--- src/hdl/memPkg.sv ---
// memPkg: widths, encodings and stage payloads shared by the memory pipeline
package memPkg;

    localparam int addrW     = 32;
    localparam int dataW     = 32;
    localparam int ramWords  = 256;
    localparam int ramAddrW  = $clog2(ramWords);  // word index into the RAM
    localparam int fetchCntW = 16;                // words per fetch burst

    // value written back to the register file
    typedef enum logic [1:0] {
        pcLink  = 2'd0,  // jal/jalr link address
        aluOut  = 2'd1,
        outB    = 2'd2,  // moves from hi/lo/cp0 side
        memLoad = 2'd3
    } wbSelE;

    // access size of a load or store
    typedef enum logic [1:0] {
        byteS = 2'd0,
        halfS = 2'd1,
        wordS = 2'd2
    } loadSizeE;

    // execute to MEM
    typedef struct packed {
        logic                 valid;
        logic [addrW-1:0]     pc;
        logic [dataW-1:0]     aluOut;   // also the data address
        logic [dataW-1:0]     outB;     // store data / move source
        logic [4:0]           dst;
        logic                 regWr;
        wbSelE                wbSel;
        logic                 isLoad;
        logic                 isStore;
        loadSizeE             size;
        logic                 signExt;
    } exMemS;

    // MEM to MEM2, keeps the byte offset for load extraction
    typedef struct packed {
        logic                 valid;
        logic [addrW-1:0]     pc;
        logic [dataW-1:0]     aluOut;
        logic [dataW-1:0]     outB;
        logic [4:0]           dst;
        logic                 regWr;
        wbSelE                wbSel;
        logic                 isLoad;
        logic                 isStore;
        loadSizeE             size;
        logic                 signExt;
        logic [1:0]           offset;
    } memMem2S;

    // MEM2 to WB
    typedef struct packed {
        logic                 valid;
        logic [4:0]           dst;
        logic                 regWr;
        logic [dataW-1:0]     data;
    } mem2WbS;

    // one request on the shared memory bus
    typedef struct packed {
        logic                 req;
        logic                 we;
        logic [addrW-1:0]     addr;    // word aligned
        logic [dataW-1:0]     wdata;
        logic [3:0]           byteEn;
    } busReqS;

endpackage

--- src/hdl/mem2Stage.sv ---
// mem2Stage: MEM2 register, load extraction, forwarding mux and the MEM2 to WB register
module mem2Stage (
    input  logic                     clk,
    input  logic                     rstN,
    input  memPkg::memMem2S          memIn,
    input  logic                     mem2Flush,
    input  logic [memPkg::dataW-1:0] rdata,
    output logic [memPkg::dataW-1:0] mem2Result,
    output logic [4:0]               mem2Dst,
    output logic                     mem2RegWr,
    output memPkg::mem2WbS           wbOut
);

    logic                     mem2Valid;
    memPkg::memMem2S          mem2R;
    logic [memPkg::dataW-1:0] loadWordR;  // raw RAM word for a load
    logic [7:0]               loadByte;
    logic [15:0]              loadHalf;
    logic [memPkg::dataW-1:0] loadData;
    logic                     wbValid;
    logic [4:0]               wbDst;
    logic                     wbRegWr;
    logic [memPkg::dataW-1:0] wbData;

    // flush drops the entry moving into MEM2
    always_ff @(posedge clk or negedge rstN) begin
        if (!rstN) begin
            mem2Valid <= 1'b0;
        end else begin
            mem2Valid <= memIn.valid & ~mem2Flush;
        end
    end

    always_ff @(posedge clk) begin
        mem2R <= memIn;
        if (memIn.valid && memIn.isLoad) begin
            loadWordR <= rdata;  // read data lands one cycle after the grant
        end
    end

    // addressed byte and halfword
    always_comb begin
        case (mem2R.offset)
            2'd0:    loadByte = loadWordR[7:0];
            2'd1:    loadByte = loadWordR[15:8];
            2'd2:    loadByte = loadWordR[23:16];
            default: loadByte = loadWordR[31:24];
        endcase
        loadHalf = mem2R.offset[1] ? loadWordR[31:16] : loadWordR[15:0];
    end

    always_comb begin
        case (mem2R.size)
            memPkg::byteS: loadData = {{24{mem2R.signExt & loadByte[7]}}, loadByte};
            memPkg::halfS: loadData = {{16{mem2R.signExt & loadHalf[15]}}, loadHalf};
            default:       loadData = loadWordR;
        endcase
    end

    // forwarding value, also what gets written back
    always_comb begin
        case (mem2R.wbSel)
            memPkg::pcLink: mem2Result = mem2R.pc + 'd8;
            memPkg::aluOut: mem2Result = mem2R.aluOut;
            memPkg::outB:   mem2Result = mem2R.outB;
            default:        mem2Result = loadData;
        endcase
    end

    assign mem2Dst   = mem2R.dst;
    assign mem2RegWr = mem2Valid & mem2R.regWr;

    always_ff @(posedge clk or negedge rstN) begin
        if (!rstN) begin
            wbValid <= 1'b0;
        end else begin
            wbValid <= mem2Valid;
        end
    end

    always_ff @(posedge clk) begin
        wbDst   <= mem2R.dst;
        wbRegWr <= mem2R.regWr;
        wbData  <= mem2Result;
    end

    assign wbOut = '{valid: wbValid, dst: wbDst, regWr: wbRegWr, data: wbData};

    // decode must pair the load flag with the load writeback source
    loadSelMatch: assert property (
        @(posedge clk) disable iff (!rstN)
        mem2Valid |-> ((mem2R.wbSel == memPkg::memLoad) == mem2R.isLoad)
    ) else $error("mem2Stage: wbSel and isLoad disagree");

endmodule

--- config.mk ---
export PLATFORM = sky130hd
export DESIGN_NAME = mem2Stage
export DESIGN_NICKNAME = d
export VERILOG_FILES = /design/src/hdl/memPkg.sv /design/src/hdl/mem2Stage.sv
export SDC_FILE = /design/constraint.sdc
export NUM_CORES = 1
export LEC_CHECK = 0
export BUFFER_PORTS_ARGS = -buffer_cell sky130_fd_sc_hd__buf_2
export CAP_MARGIN = 10
export CORE_ASPECT_RATIO = 0.75
export CORE_MARGIN = 2
export CORE_UTILIZATION = 42
export CTS_BUF_LIST = sky130_fd_sc_hd__clkbuf_8
export CTS_CLUSTER_SIZE = 28
export DETAILED_ROUTE_END_ITERATION = 7
export PLACE_DENSITY = 0.7
export SYNTH_ARGS = -nofsm -noshare
export SYNTH_HDL_FRONTEND = slang
export SYNTH_SLANG_ARGS = --single-unit
--- constraint.sdc ---
create_clock -name clk -period 4.6 [get_ports clk]
set_input_delay 0.23 -clock clk [delete_from_list [all_inputs] [get_ports clk]]
set_output_delay 0.23 -clock clk [all_outputs]
set_load 0.005 [all_outputs]
==> results.json, run 1 <==
{
  "critPathSlowestCell": "or4_1",
  "async_flop_share_pct": 1.105,
  "dieHeight_um": 107.7,
  "ant_nets": 0,
  "wl_per_cell_um": 18.05,
  "io_pins": 224,
  "first_iter_violations": 458,
  "path_common_cell": "or4_1",
  "p_sw_share_pct": 25.91,
  "critPathArrivalTime_ns": 3.17,
  "busiest_layer": "met2",
  "start_util_pct": 43.48,
  "relSlewSlack_pct": 44.09,
  "track_usage_pct": 25.95,
  "synth_top_cell_area_share_pct": 48.90,
  "tritoncts": "built",
  "fin_nets": 1044,
  "vdd_drop_max_mv": 0.2330,
  "setup_violations": 0,
  "skew_ns": 0.01521,
  "met1_usage_pct": 34.42,
  "vias": 5576,
  "internal_power_mw": 2.411,
  "syn_to_final_growth_pct": 50.71,
  "worst_pin_slew_ns": 0.8348,
  "grt_pass1_wl_mm": 29.50,
  "grt_pass1_vias": 5619,
  "cts_max_path_buffers": 2,
  "synth_cell_type_count": 49,
  "rsz0062_at_grt": "no",
  "cp_cell_sequence": "ha_1 > nand4_1 > or4_1 > or2_1 > or4_1 > a32oi_1 > buf_2",
  "syn_nets": 687,
  "cp-start-kind": "flip-flop",
  "hold_viol_final": 0,
  "hold_path_class": "input pin to async pin",
  "layout_common_cells": "buf_2 (222), dfxtp_1 (146), dlygate4sd3_1 (144)",
  "pwr-share-clk_pct": 32.6,
  "max_freq_ghz": 0.2943,
  "ys_seq_area_share_pct": 65.70,
  "p_sw_uw": 843.3,
  "pwr-share-comb_pct": 12.6,
  "tns_ns": 0,
  "gp_congestion": 0.8314,
  "totalWireLength_mm": 19.59,
  "drt_pass1_iterations": 5,
  "cp-end-kind": "output pin",
  "clk_latency_ns": 0.48,
  "root_buffer": "clkbuf_8",
  "synth_area_leaders": "dfxtp_1 (49%), edfxtp_1 (16%), nand2_1 (4.5%), o21ai_0 (2.8%), a32oi_1 (2.6%)",
  "path_max_fanout": 11,
  "final.period_utilization_pct": 73.87,
  "grtUsageMet2_pct": 41.68,
  "report.final.slew_viol_count": 0,
  "antenna_found_initial": 0,
  "final_common_cell": "buf_2",
  "met3_usage_pct": 5.116,
  "grt_overflow": 0,
  "dieArea_um2": 15310,
  "synth_area_um2": 6018,
  "powerDensity_nw_per_um2": 358.8,
  "clk_pin_slew_ns": 0.09,
  "yosysWarnings": 0,
  "cp.required_ns": 4.37,
  "worst_path_largest_cell_delay_ns": 0.63,
  "critical_path_class": "flip-flop to output pin",
  "synth-main-ff-cell": "dfxtp_1",
  "clock_sinks": 181,
  "dp_hpwl_mm": 12.97,
  "core_area_um2": 13840,
  "die_w_um": 142.2,
  "viasPerCell": 5.139,
  "grt_max_degree": 45,
  "synth_edf_count": 32,
  "outcome": "completed",
  "cap_violations": 0,
  "leakagePower_nw": 3.849,
  "ys_ff_latch": 181,
  "synth_cells": 539,
  "min_period_ns": 3.398,
  "htreeDepth": 4,
  "io_buffers": 222,
  "cts_made_buffers": 17,
  "syn_area_per_cell_um2": 11.17,
  "synth_top_cell_by_area": "dfxtp_1",
  "remaining_drc_errors": 0,
  "finish.utilization_pct": 65.52,
  "drive_above_1_share_pct": 29.15,
  "rows": 37,
  "pwr-share-seq_pct": 54.8
}
layout make-up:
class                           instances  area (um^2)
Antenna cell                            1        2.502
Clock buffer                           19        261.5
Clock inverter                         13        123.9
Fill cell                            1052         4772
Inverter                                9        33.78
Multi-Input combinational cell        315         1877
Sequential cell                       181         3955
Tap cell                              175        219.0
Timing Repair Buffer                  372         2597
synth_stat cells (2+ instances only):
| cell | count |
|---|---|
| dfxtp_1 | 147 |
| nand2_1 | 72 |
| o21ai_0 | 34 |
| edfxtp_1 | 32 |
| clkbuf_1 | 24 |
| nor2_1 | 21 |
| a32oi_1 | 18 |
| a31oi_1 | 14 |
| nand3_1 | 14 |
| a21oi_1 | 13 |
| nor3_1 | 12 |
| nor4_1 | 10 |
| inv_1 | 8 |
| a22oi_1 | 7 |
| buf_4 | 7 |
| nand2b_1 | 7 |
| nand4_1 | 7 |
| o211ai_1 | 7 |
| xor2_1 | 7 |
| and4_1 | 6 |
| nor2b_1 | 6 |
| o31a_1 | 6 |
| a211oi_1 | 5 |
| and2_1 | 5 |
| o221ai_1 | 5 |
| or4_1 | 5 |
| xnor2_1 | 5 |
| mux2i_1 | 4 |
| a21boi_0 | 3 |
| buf_1 | 3 |
| mux2_2 | 3 |
| a221oi_1 | 2 |
| dfrtp_1 | 2 |
| o22ai_1 | 2 |
| o311ai_0 | 2 |
cells by family after synthesis:
| logic type | synth area share, % |
|---|---|
| muxes | 1.601 |
| adders and majority gates | 0.2079 |
| DFF | 65.70 |
| and+or+nand+nor | 13.97 |
| buffers and inverters | 3.119 |
| AOI/OAI and AO/OA | 13.66 |
| xor gates and xnor gates | 1.746 |
per-stage QoR:
stage	hold WS, ns	power [mW]	cell area [um^2]	worst slack, ns	cells
final	0.07429	3.255	9070	1.202	1085
after global placement	0.01499	2.116	7241	1.782	908
after floorplan	-0.06559	1.935	6018	2.341	539
after detailed placement	0.01852	2.121	7241	1.732	908
after global routing	0.06543	3.373	9067	1.047	1084
after CTS	0.03295	3.256	9067	1.193	1084
sequential cells by signal, summed over array words and instances, names as in the netlist:
signal and flops:
mem2R 104, loadWordR 32, wbData 32, mem2Dst 5, wbDst 5, mem2Valid 1, wbRegWr 1, wbValid 1
critical path: cells and delay by family (launching register included):
kind                     cells  cell delay, ns
AND/OR/NAND/NOR              4            1.60
flip-flops                   1            0.40
AO/OA/AOI/OAI                1            0.29
adder cells (fa/ha/maj)      1            0.24
buffers and inverters        1            0.17
worst paths after layout:
| check | startpoint | to | slack, ns | cells after the start |
|---|---|---|---|---|
| max | mem2R[82]$_DFF_P_ | mem2Result[23] | 1.20 | 7 |
| min | rstN | wbValid$_DFF_PN0_ | 0.07 | 2 |
| max reg2reg | mem2R[82]$_DFF_P_ | wbData[25]$_DFF_P_ | 1.94 | 6 |
| min reg2reg | mem2Dst[4]$_DFF_P_ | wbDst[4]$_DFF_P_ | 0.35 | 0 |
| max in group asynchronous | rstN | mem2Valid$_DFF_PN0_ | 4.43 | 2 |
| min in group clk | mem2Dst[4]$_DFF_P_ | wbDst[4]$_DFF_P_ | 0.35 | 0 |
layer usage:
metal	part of all wire, %	up-vias
met1	45	2627
li1	-	2664
met5	0	-
met4	1.9	0
met2	47	253
met3	6.7	32
power by group through the flow:
stage,clock (mW),combinational (mW),sequential [mW]
2_1_floorplan,0,0.139,1.80
3_3_place_gp,0,0.300,1.82
3_5_place_dp,0,0.303,1.82
4_1_cts,1.07,0.401,1.78
5_1_grt,1.13,0.443,1.80
6_report,1.06,0.409,1.79
timing repair:
item / CTS / global route
hold buffers: 144 / 0
endpoints found under the hold margin: 144 / 0
setup buffers: 0 / 0
resized for setup: 0 / 0
Note: power is estimated with default switching activity, not from simulation.
==> inputs of run 2 (changes only) <==
--- a/config.mk
+++ b/config.mk
@@ -5,6 +5,7 @@
 export SDC_FILE = /design/constraint.sdc
 export NUM_CORES = 1
 export LEC_CHECK = 0
+export ABC_AREA = 1
 export BUFFER_PORTS_ARGS = -buffer_cell sky130_fd_sc_hd__buf_2
 export CAP_MARGIN = 10
 export CORE_ASPECT_RATIO = 0.75
@@ -13,7 +14,7 @@
 export CTS_BUF_LIST = sky130_fd_sc_hd__clkbuf_8
 export CTS_CLUSTER_SIZE = 28
 export DETAILED_ROUTE_END_ITERATION = 7
-export PLACE_DENSITY = 0.7
+export PLACE_DENSITY = 0.69
 export SYNTH_ARGS = -nofsm -noshare
 export SYNTH_HDL_FRONTEND = slang
 export SYNTH_SLANG_ARGS = --single-unit
==> constraint.sdc (replaced) <==
create_clock -name clk -period 3.3 [get_ports clk]
set_input_delay 0.165 -clock clk [delete_from_list [all_inputs] [get_ports clk]]
set_output_delay 0.165 -clock clk [all_outputs]
set_load 0.005 [all_outputs]
==> run 2 against run 1 <==
Flip-flop and latch count stayed put. Wire length rose by 10%. Clock-buffer cell count down 1. Utilization decreased by 1.9 points. Sequential power rose by 39%. Critical path depth fell by 2. Sequential share of layout area down 2.5 points. Die area up 6.8%. Cell count is 22% higher.
==> results.json, run 2 <==
{
  "remaining_drc_errors": 0,
  "largest_register_ffs": 104,
  "cp_cell_sequence": "nand2_2 > inv_1 > o2111ai_1 > o21ai_0 > buf_2",
  "ant_nets": 0,
  "dieArea_um2": 16350,
  "pwr-share-comb_pct": 13.3,
  "relSlewSlack_pct": 56.03,
  "die_w_um": 147.0,
  "path_max_fanout": 20,
  "wl_per_cell_um": 16.35,
  "syn_area_per_cell_um2": 8.786,
  "skew_ns": 0.02137,
  "critPathArrivalTime_ns": 2.81,
  "grt_max_degree": 33,
  "powerDensity_nw_per_um2": 486.6,
  "setup_violations": 0,
  "gp_congestion": 0.9268,
  "dp_worst_setup_slack_ns": 0.9238,
  "pwr-share-seq_pct": 53.0,
  "syn_nets": 881,
  "largest_registers": "mem2R: 104 flops, loadWordR: 32 flops, wbData: 32 flops",
  "tritoncts": "built",
  "dp_hpwl_mm": 14.55,
  "setup_ws_ns": 0.3293,
  "report.final.slew_viol_count": 0,
  "final_common_cell": "buf_2",
  "worst_pin_slew_ns": 0.6588,
  "synth_area_leaders": "dfxtp_1 (46%), edfxtp_1 (15%), nand2_1 (12%), nand3_1 (7.7%), inv_1 (3.7%)",
  "finish.utilization_pct": 63.61,
  "io_pins": 224,
  "track_usage_pct": 26.87,
  "grt_overflow": 0,
  "p_sw_share_pct": 27.54,
  "cap_violations": 0,
  "vdd_drop_max_mv": 0.4115,
  "cts_resized": 0,
  "cts_max_path_buffers": 2,
  "io_buffers": 222,
  "min_period_ns": 2.971,
  "rsz0062_at_grt": "no",
  "yosysWarnings": 0,
  "ys_ff_latch": 181,
  "clock_sinks": 181,
  "top_register": "mem2R",
  "fillCellCount": 1223,
  "totalWireLength_mm": 21.57,
  "cts_setup_buffers": 0,
  "viasPerCell": 4.710,
  "cp.required_ns": 3.13,
  "synth_area_um2": 6440,
  "synth_cells": 733,
  "outcome": "completed",
  "cp-end-kind": "output pin",
  "clk_latency_ns": 0.48,
  "rows": 39,
  "dpl-instance-area_um2": 7711,
  "synth_common_cells": "nand2_1 (209), dfxtp_1 (147), nand3_1 (99), inv_1 (63), nor2_1 (58)",
  "final.period_utilization_pct": 90.02,
  "hold_viol_final": 0,
  "cts_made_buffers": 17,
  "cp_top_family": "flip-flops",
  "ys_seq_area_share_pct": 61.39,
  "worst_path_largest_cell_delay_ns": 0.75,
  "critical_path_class": "flip-flop to output pin",
  "synth_most_common_cell": "nand2_1",
  "hold_buffers": 145,
  "p_sw_mw": 1.289,
  "leakagePower_nw": 4.529,
  "cp-start-kind": "flip-flop",
  "design_area_um2": 9623,
  "grt_pass1_wl_mm": 33.03,
  "syn_to_final_growth_pct": 49.43,
  "hold_path_class": "input pin to flip-flop",
  "synth_cell_type_count": 33,
  "synth_top_cell_area_share_pct": 45.70,
  "start_util_pct": 42.57,
  "synth-main-ff-cell": "dfxtp_1",
  "synth_top_cell_by_area": "dfxtp_1",
  "antenna_found_initial": 1,
  "tns_ns": 0,
  "first_iter_violations": 490,
  "internal_power_mw": 3.393,
  "grt_pass1_vias": 6178,
  "pwr-share-clk_pct": 33.7,
  "dieHeight_um": 111.2,
  "drt_pass1_iterations": 6,
  "async_flop_share_pct": 1.105,
  "critPathSlowestCell": "dfxtp_1",
  "synth_edf_count": 32,
  "max_freq_ghz": 0.3366,
  "core_area_um2": 15130,
  "htreeDepth": 4,
  "root_buffer": "clkbuf_8",
  "path_buf_inv": 2,
  "clk_pin_slew_ns": 0.11,
  "drive_above_1_share_pct": 25.34,
  "layout_common_cells": "buf_2 (222), nand2_1 (209), dfxtp_1 (147)",
  "fin_nets": 1248,
  "vias": 6213
}
run 2: layout make-up:
class | instances | area (um^2) | area share [%]
Sequential cell | 181 | 3954 | 41.09
Timing Repair Buffer | 378 | 2665 | 27.69
Multi-Input combinational cell | 458 | 2074 | 21.56
Tap cell | 205 | 256.5 | 2.665
Clock buffer | 18 | 247.7 | 2.574
Inverter | 64 | 240.2 | 2.496
Clock inverter | 14 | 182.7 | 1.898
Antenna cell | 1 | 2.502 | 0.02600
run 2: worst min-delay path, delay by kind of cell:
family / cells / cell delay, ns
buffers and inverters: 2 / 0.28
AND/OR/NAND/NOR: 1 / 0.06
run 2: layer usage:
metal  up-vias  track usage [%]  part of all wire, %
li1       3108                -                    -
met1      2746            36.22                   45
met2       328            41.85                   44
met3        31            8.477                  9.6
met4         0            7.564                  1.7
met5         -                0                    0
run 2: worst paths after layout:
| path | from | endpoint | slack [ns] | cells past startpoint |
|---|---|---|---|---|
| min in group asynchronous | rstN | mem2Valid$_DFF_PN0_ | 0.53 | 3 |
| max reg2reg | mem2R[1]$_DFF_P_ | wbData[16]$_DFF_P_ | 1.03 | 8 |
| max in group asynchronous | rstN | wbValid$_DFF_PN0_ | 2.64 | 3 |
| max | mem2R[7]$_DFF_P_ | mem2Result[1] | 0.33 | 5 |
| min | memIn[6] | loadWordR[3]$_DFFE_PP_ | 0.24 | 3 |
| min reg2reg | mem2Dst[2]$_DFF_P_ | wbDst[2]$_DFF_P_ | 0.36 | 0 |
run 2: power groups by stage:
stage               combinational (mW)  clock (mW)  sequential, mW
CTS                              0.605        1.60            2.48
detailed placement               0.469           0            2.53
finish                           0.624        1.58            2.48
floorplan                        0.226           0            2.50
global route                     0.684        1.70            2.49
global placement                 0.466           0            2.53
run 2: cell families (layout without fill, tap and decap cells):
group / after synthesis / count (layout) / share of synthesized area, %
buffers and inverters: 94 / 474 / 6.392
DFF: 181 / 181 / 61.39
adders and majority gates: 1 / 1 / 0.1943
AOI/OAI and AO/OA: 69 / 69 / 6.373
and+or+nand+nor: 388 / 388 / 25.65
other: 0 / 1 / 0
run 2: per-stage QoR:
stage	hold slack, ns	power (mW)	instances
after global routing	0.2377	4.875	1319
after global placement	-0.04695	2.992	1140
after detailed placement	-0.04550	2.995	1140
final	0.2406	4.682	1319
after CTS	0.2841	4.678	1317
after floorplan	-0.1306	2.728	733
==> inputs of run 3 (changes only) <==
--- a/config.mk
+++ b/config.mk
@@ -10,11 +10,11 @@
 export CAP_MARGIN = 10
 export CORE_ASPECT_RATIO = 0.75
 export CORE_MARGIN = 2
-export CORE_UTILIZATION = 42
+export CORE_UTILIZATION = 51
 export CTS_BUF_LIST = sky130_fd_sc_hd__clkbuf_8
 export CTS_CLUSTER_SIZE = 28
 export DETAILED_ROUTE_END_ITERATION = 7
-export PLACE_DENSITY = 0.69
+export PLACE_DENSITY = 0.81
 export SYNTH_ARGS = -nofsm -noshare
 export SYNTH_HDL_FRONTEND = slang
 export SYNTH_SLANG_ARGS = --single-unit
==> run 3 against run 2 <==
Clock-buffer cell count is 1 lower. Wire length rose by 5.6%. Combinational power increased by 3.5%. Cell area decreased by 0.87%. Sequential share of layout area increased by 0.36 points. Cell count decreased by 3.0%. Critical path depth unchanged. Maximum frequency is 2.9% higher. Flip-flop and latch count stayed put. Largest power group unchanged. Highest routed layer is now met5.
==> results.json, run 3 (synthesized netlist as in run 2, its figures left out) <==
{
  "dpl-instance-area_um2": 7670,
  "grt_pass1_wl_mm": 34.27,
  "max_freq_ghz": 0.3463,
  "ant_nets": 0,
  "drive_above_1_share_pct": 25.31,
  "holdPathStages": 3,
  "min_period_ns": 2.887,
  "vdd_drop_max_mv": 0.3551,
  "track_usage_pct": 33.82,
  "reg2regPathDepth": 6,
  "gp_congestion": 0.9196,
  "rows": 35,
  "cp-start-kind": "flip-flop",
  "diodes": 0,
  "final.period_utilization_pct": 87.50,
  "design_area_um2": 9539,
  "die_w_um": 133.8,
  "rrSetupSlack_ns": 1.10,
  "first_iter_violations": 495,
  "root_buffer": "clkbuf_8",
  "cts_max_path_buffers": 2,
  "totalWireLength_mm": 22.77,
  "hold_buffers": 145,
  "grt_overflow": 0,
  "layout_common_cells": "buf_2 (222), nand2_1 (209), dfxtp_1 (147)",
  "clk_latency_ns": 0.48,
  "powerDensity_nw_per_um2": 483.8,
  "drt_pass1_iterations": 5,
  "critPathArrivalTime_ns": 2.72,
  "wl_per_cell_um": 17.79,
  "worst_pin_slew_ns": 0.7457,
  "regToRegEndpoint": "wbData[7]$_DFF_P_",
  "rsz0062_at_grt": "no",
  "relSlewSlack_pct": 50.23,
  "finish.utilization_pct": 77.52,
  "largest_registers": "mem2R: 104 flops, loadWordR: 32 flops, wbData: 32 flops",
  "leakagePower_nw": 4.522,
  "fin_nets": 1249,
  "r2r_start": "mem2R[8]$_DFF_P_",
  "hold_path_class": "input pin to flip-flop",
  "final_cells": 1280,
  "critical_path_class": "flip-flop to output pin",
  "cts_setup_buffers": 0,
  "dieArea_um2": 13550,
  "cts_made_buffers": 17,
  "hold_path_end": "loadWordR[19]$_DFFE_PP_",
  "cts_resized": 0,
  "hp-start": "memIn[6]",
  "outcome": "completed",
  "dp_hpwl_mm": 14.38,
  "place_inst": 1102,
  "tritoncts": "built",
  "path_max_fanout": 18,
  "syn_to_final_growth_pct": 48.13,
  "largest_register_ffs": 104,
  "clk_pin_slew_ns": 0.11,
  "antenna_found_initial": 1,
  "core_area_um2": 12310,
  "vias": 6538,
  "skew_ns": 0.02142,
  "tns_ns": 0,
  "final_common_cell": "buf_2",
  "setup_violations": 0,
  "start_util_pct": 52.33,
  "io_buffers": 222,
  "dieHeight_um": 101.3,
  "htreeDepth": 4,
  "grt_max_degree": 33,
  "cp.required_ns": 3.13,
  "grt_pass1_vias": 6649,
  "io_pins": 224,
  "viasPerCell": 5.108,
  "hold_viol_final": 0,
  "clock_sinks": 181,
  "remaining_drc_errors": 0,
  "report.final.slew_viol_count": 0,
  "cap_violations": 0,
  "top_register": "mem2R",
  "cp-end-kind": "output pin"
}
==> run 3: how the worst max path moves through the flow <==
stage | to | cells past startpoint | slack, ns | startpoint
final | mem2Result[1] | 5 | 0.41 | mem2R[8]$_DFF_P_
after global routing | mem2Result[11] | 6 | 0.27 | mem2R[8]$_DFF_P_
after CTS | mem2Result[7] | 7 | 0.47 | mem2R[8]$_DFF_P_
after detailed placement | mem2Result[7] | 7 | 1.0 | mem2R[8]$_DFF_P_
after global placement | mem2Result[7] | 7 | 1.10 | mem2R[8]$_DFF_P_
after floorplan | mem2Result[13] | 9 | 1.89 | mem2R[82]$_DFF_P_
==> run 3: area by class of cell <==
cell class              count  area, um^2
clock buffers              17       234.0
repair buffers            379        2673
well taps                 166       207.7
flip-flops and latches    181        3954
fillers                   803        2766
multi-input cells         458        2074
clock inverters            15       156.4
inverters                  64       240.2
==> run 3: routing by layer <==
layer,global-route usage [%],wire length (um)
met2,56.49,10700
met4,12.19,573
met1,42.47,9389
met5,0,8
met3,9.610,2093
==> run 3: stage by stage <==
step	setup WS (ns)	hold slack (ns)	power, mW
2_1_floorplan	1.888	-0.1306	2.728
3_3_place_gp	1.098	-0.04741	2.987
3_5_place_dp	0.9971	-0.04543	3.000
4_1_cts	0.4738	0.2914	4.573
5_1_grt	0.2680	0.2812	4.781
6_report	0.4125	0.2732	4.615
==> run 3: critical path, stage by stage (launching register included) <==
cell and delay, ns:
dfxtp_1 0.70, nand2_2 0.23, inv_1 0.57, o2111ai_1 0.34, o21ai_0 0.22, buf_2 0.18
==> run 3: power breakdown <==
group | switching, mW | total [mW] | internal, mW | leakage, nW
clock | 0.915 | 1.49 | 0.573 | 0.202
combinational | 0.318 | 0.646 | 0.327 | 2.75
sequential | 0.0835 | 2.48 | 2.40 | 1.57
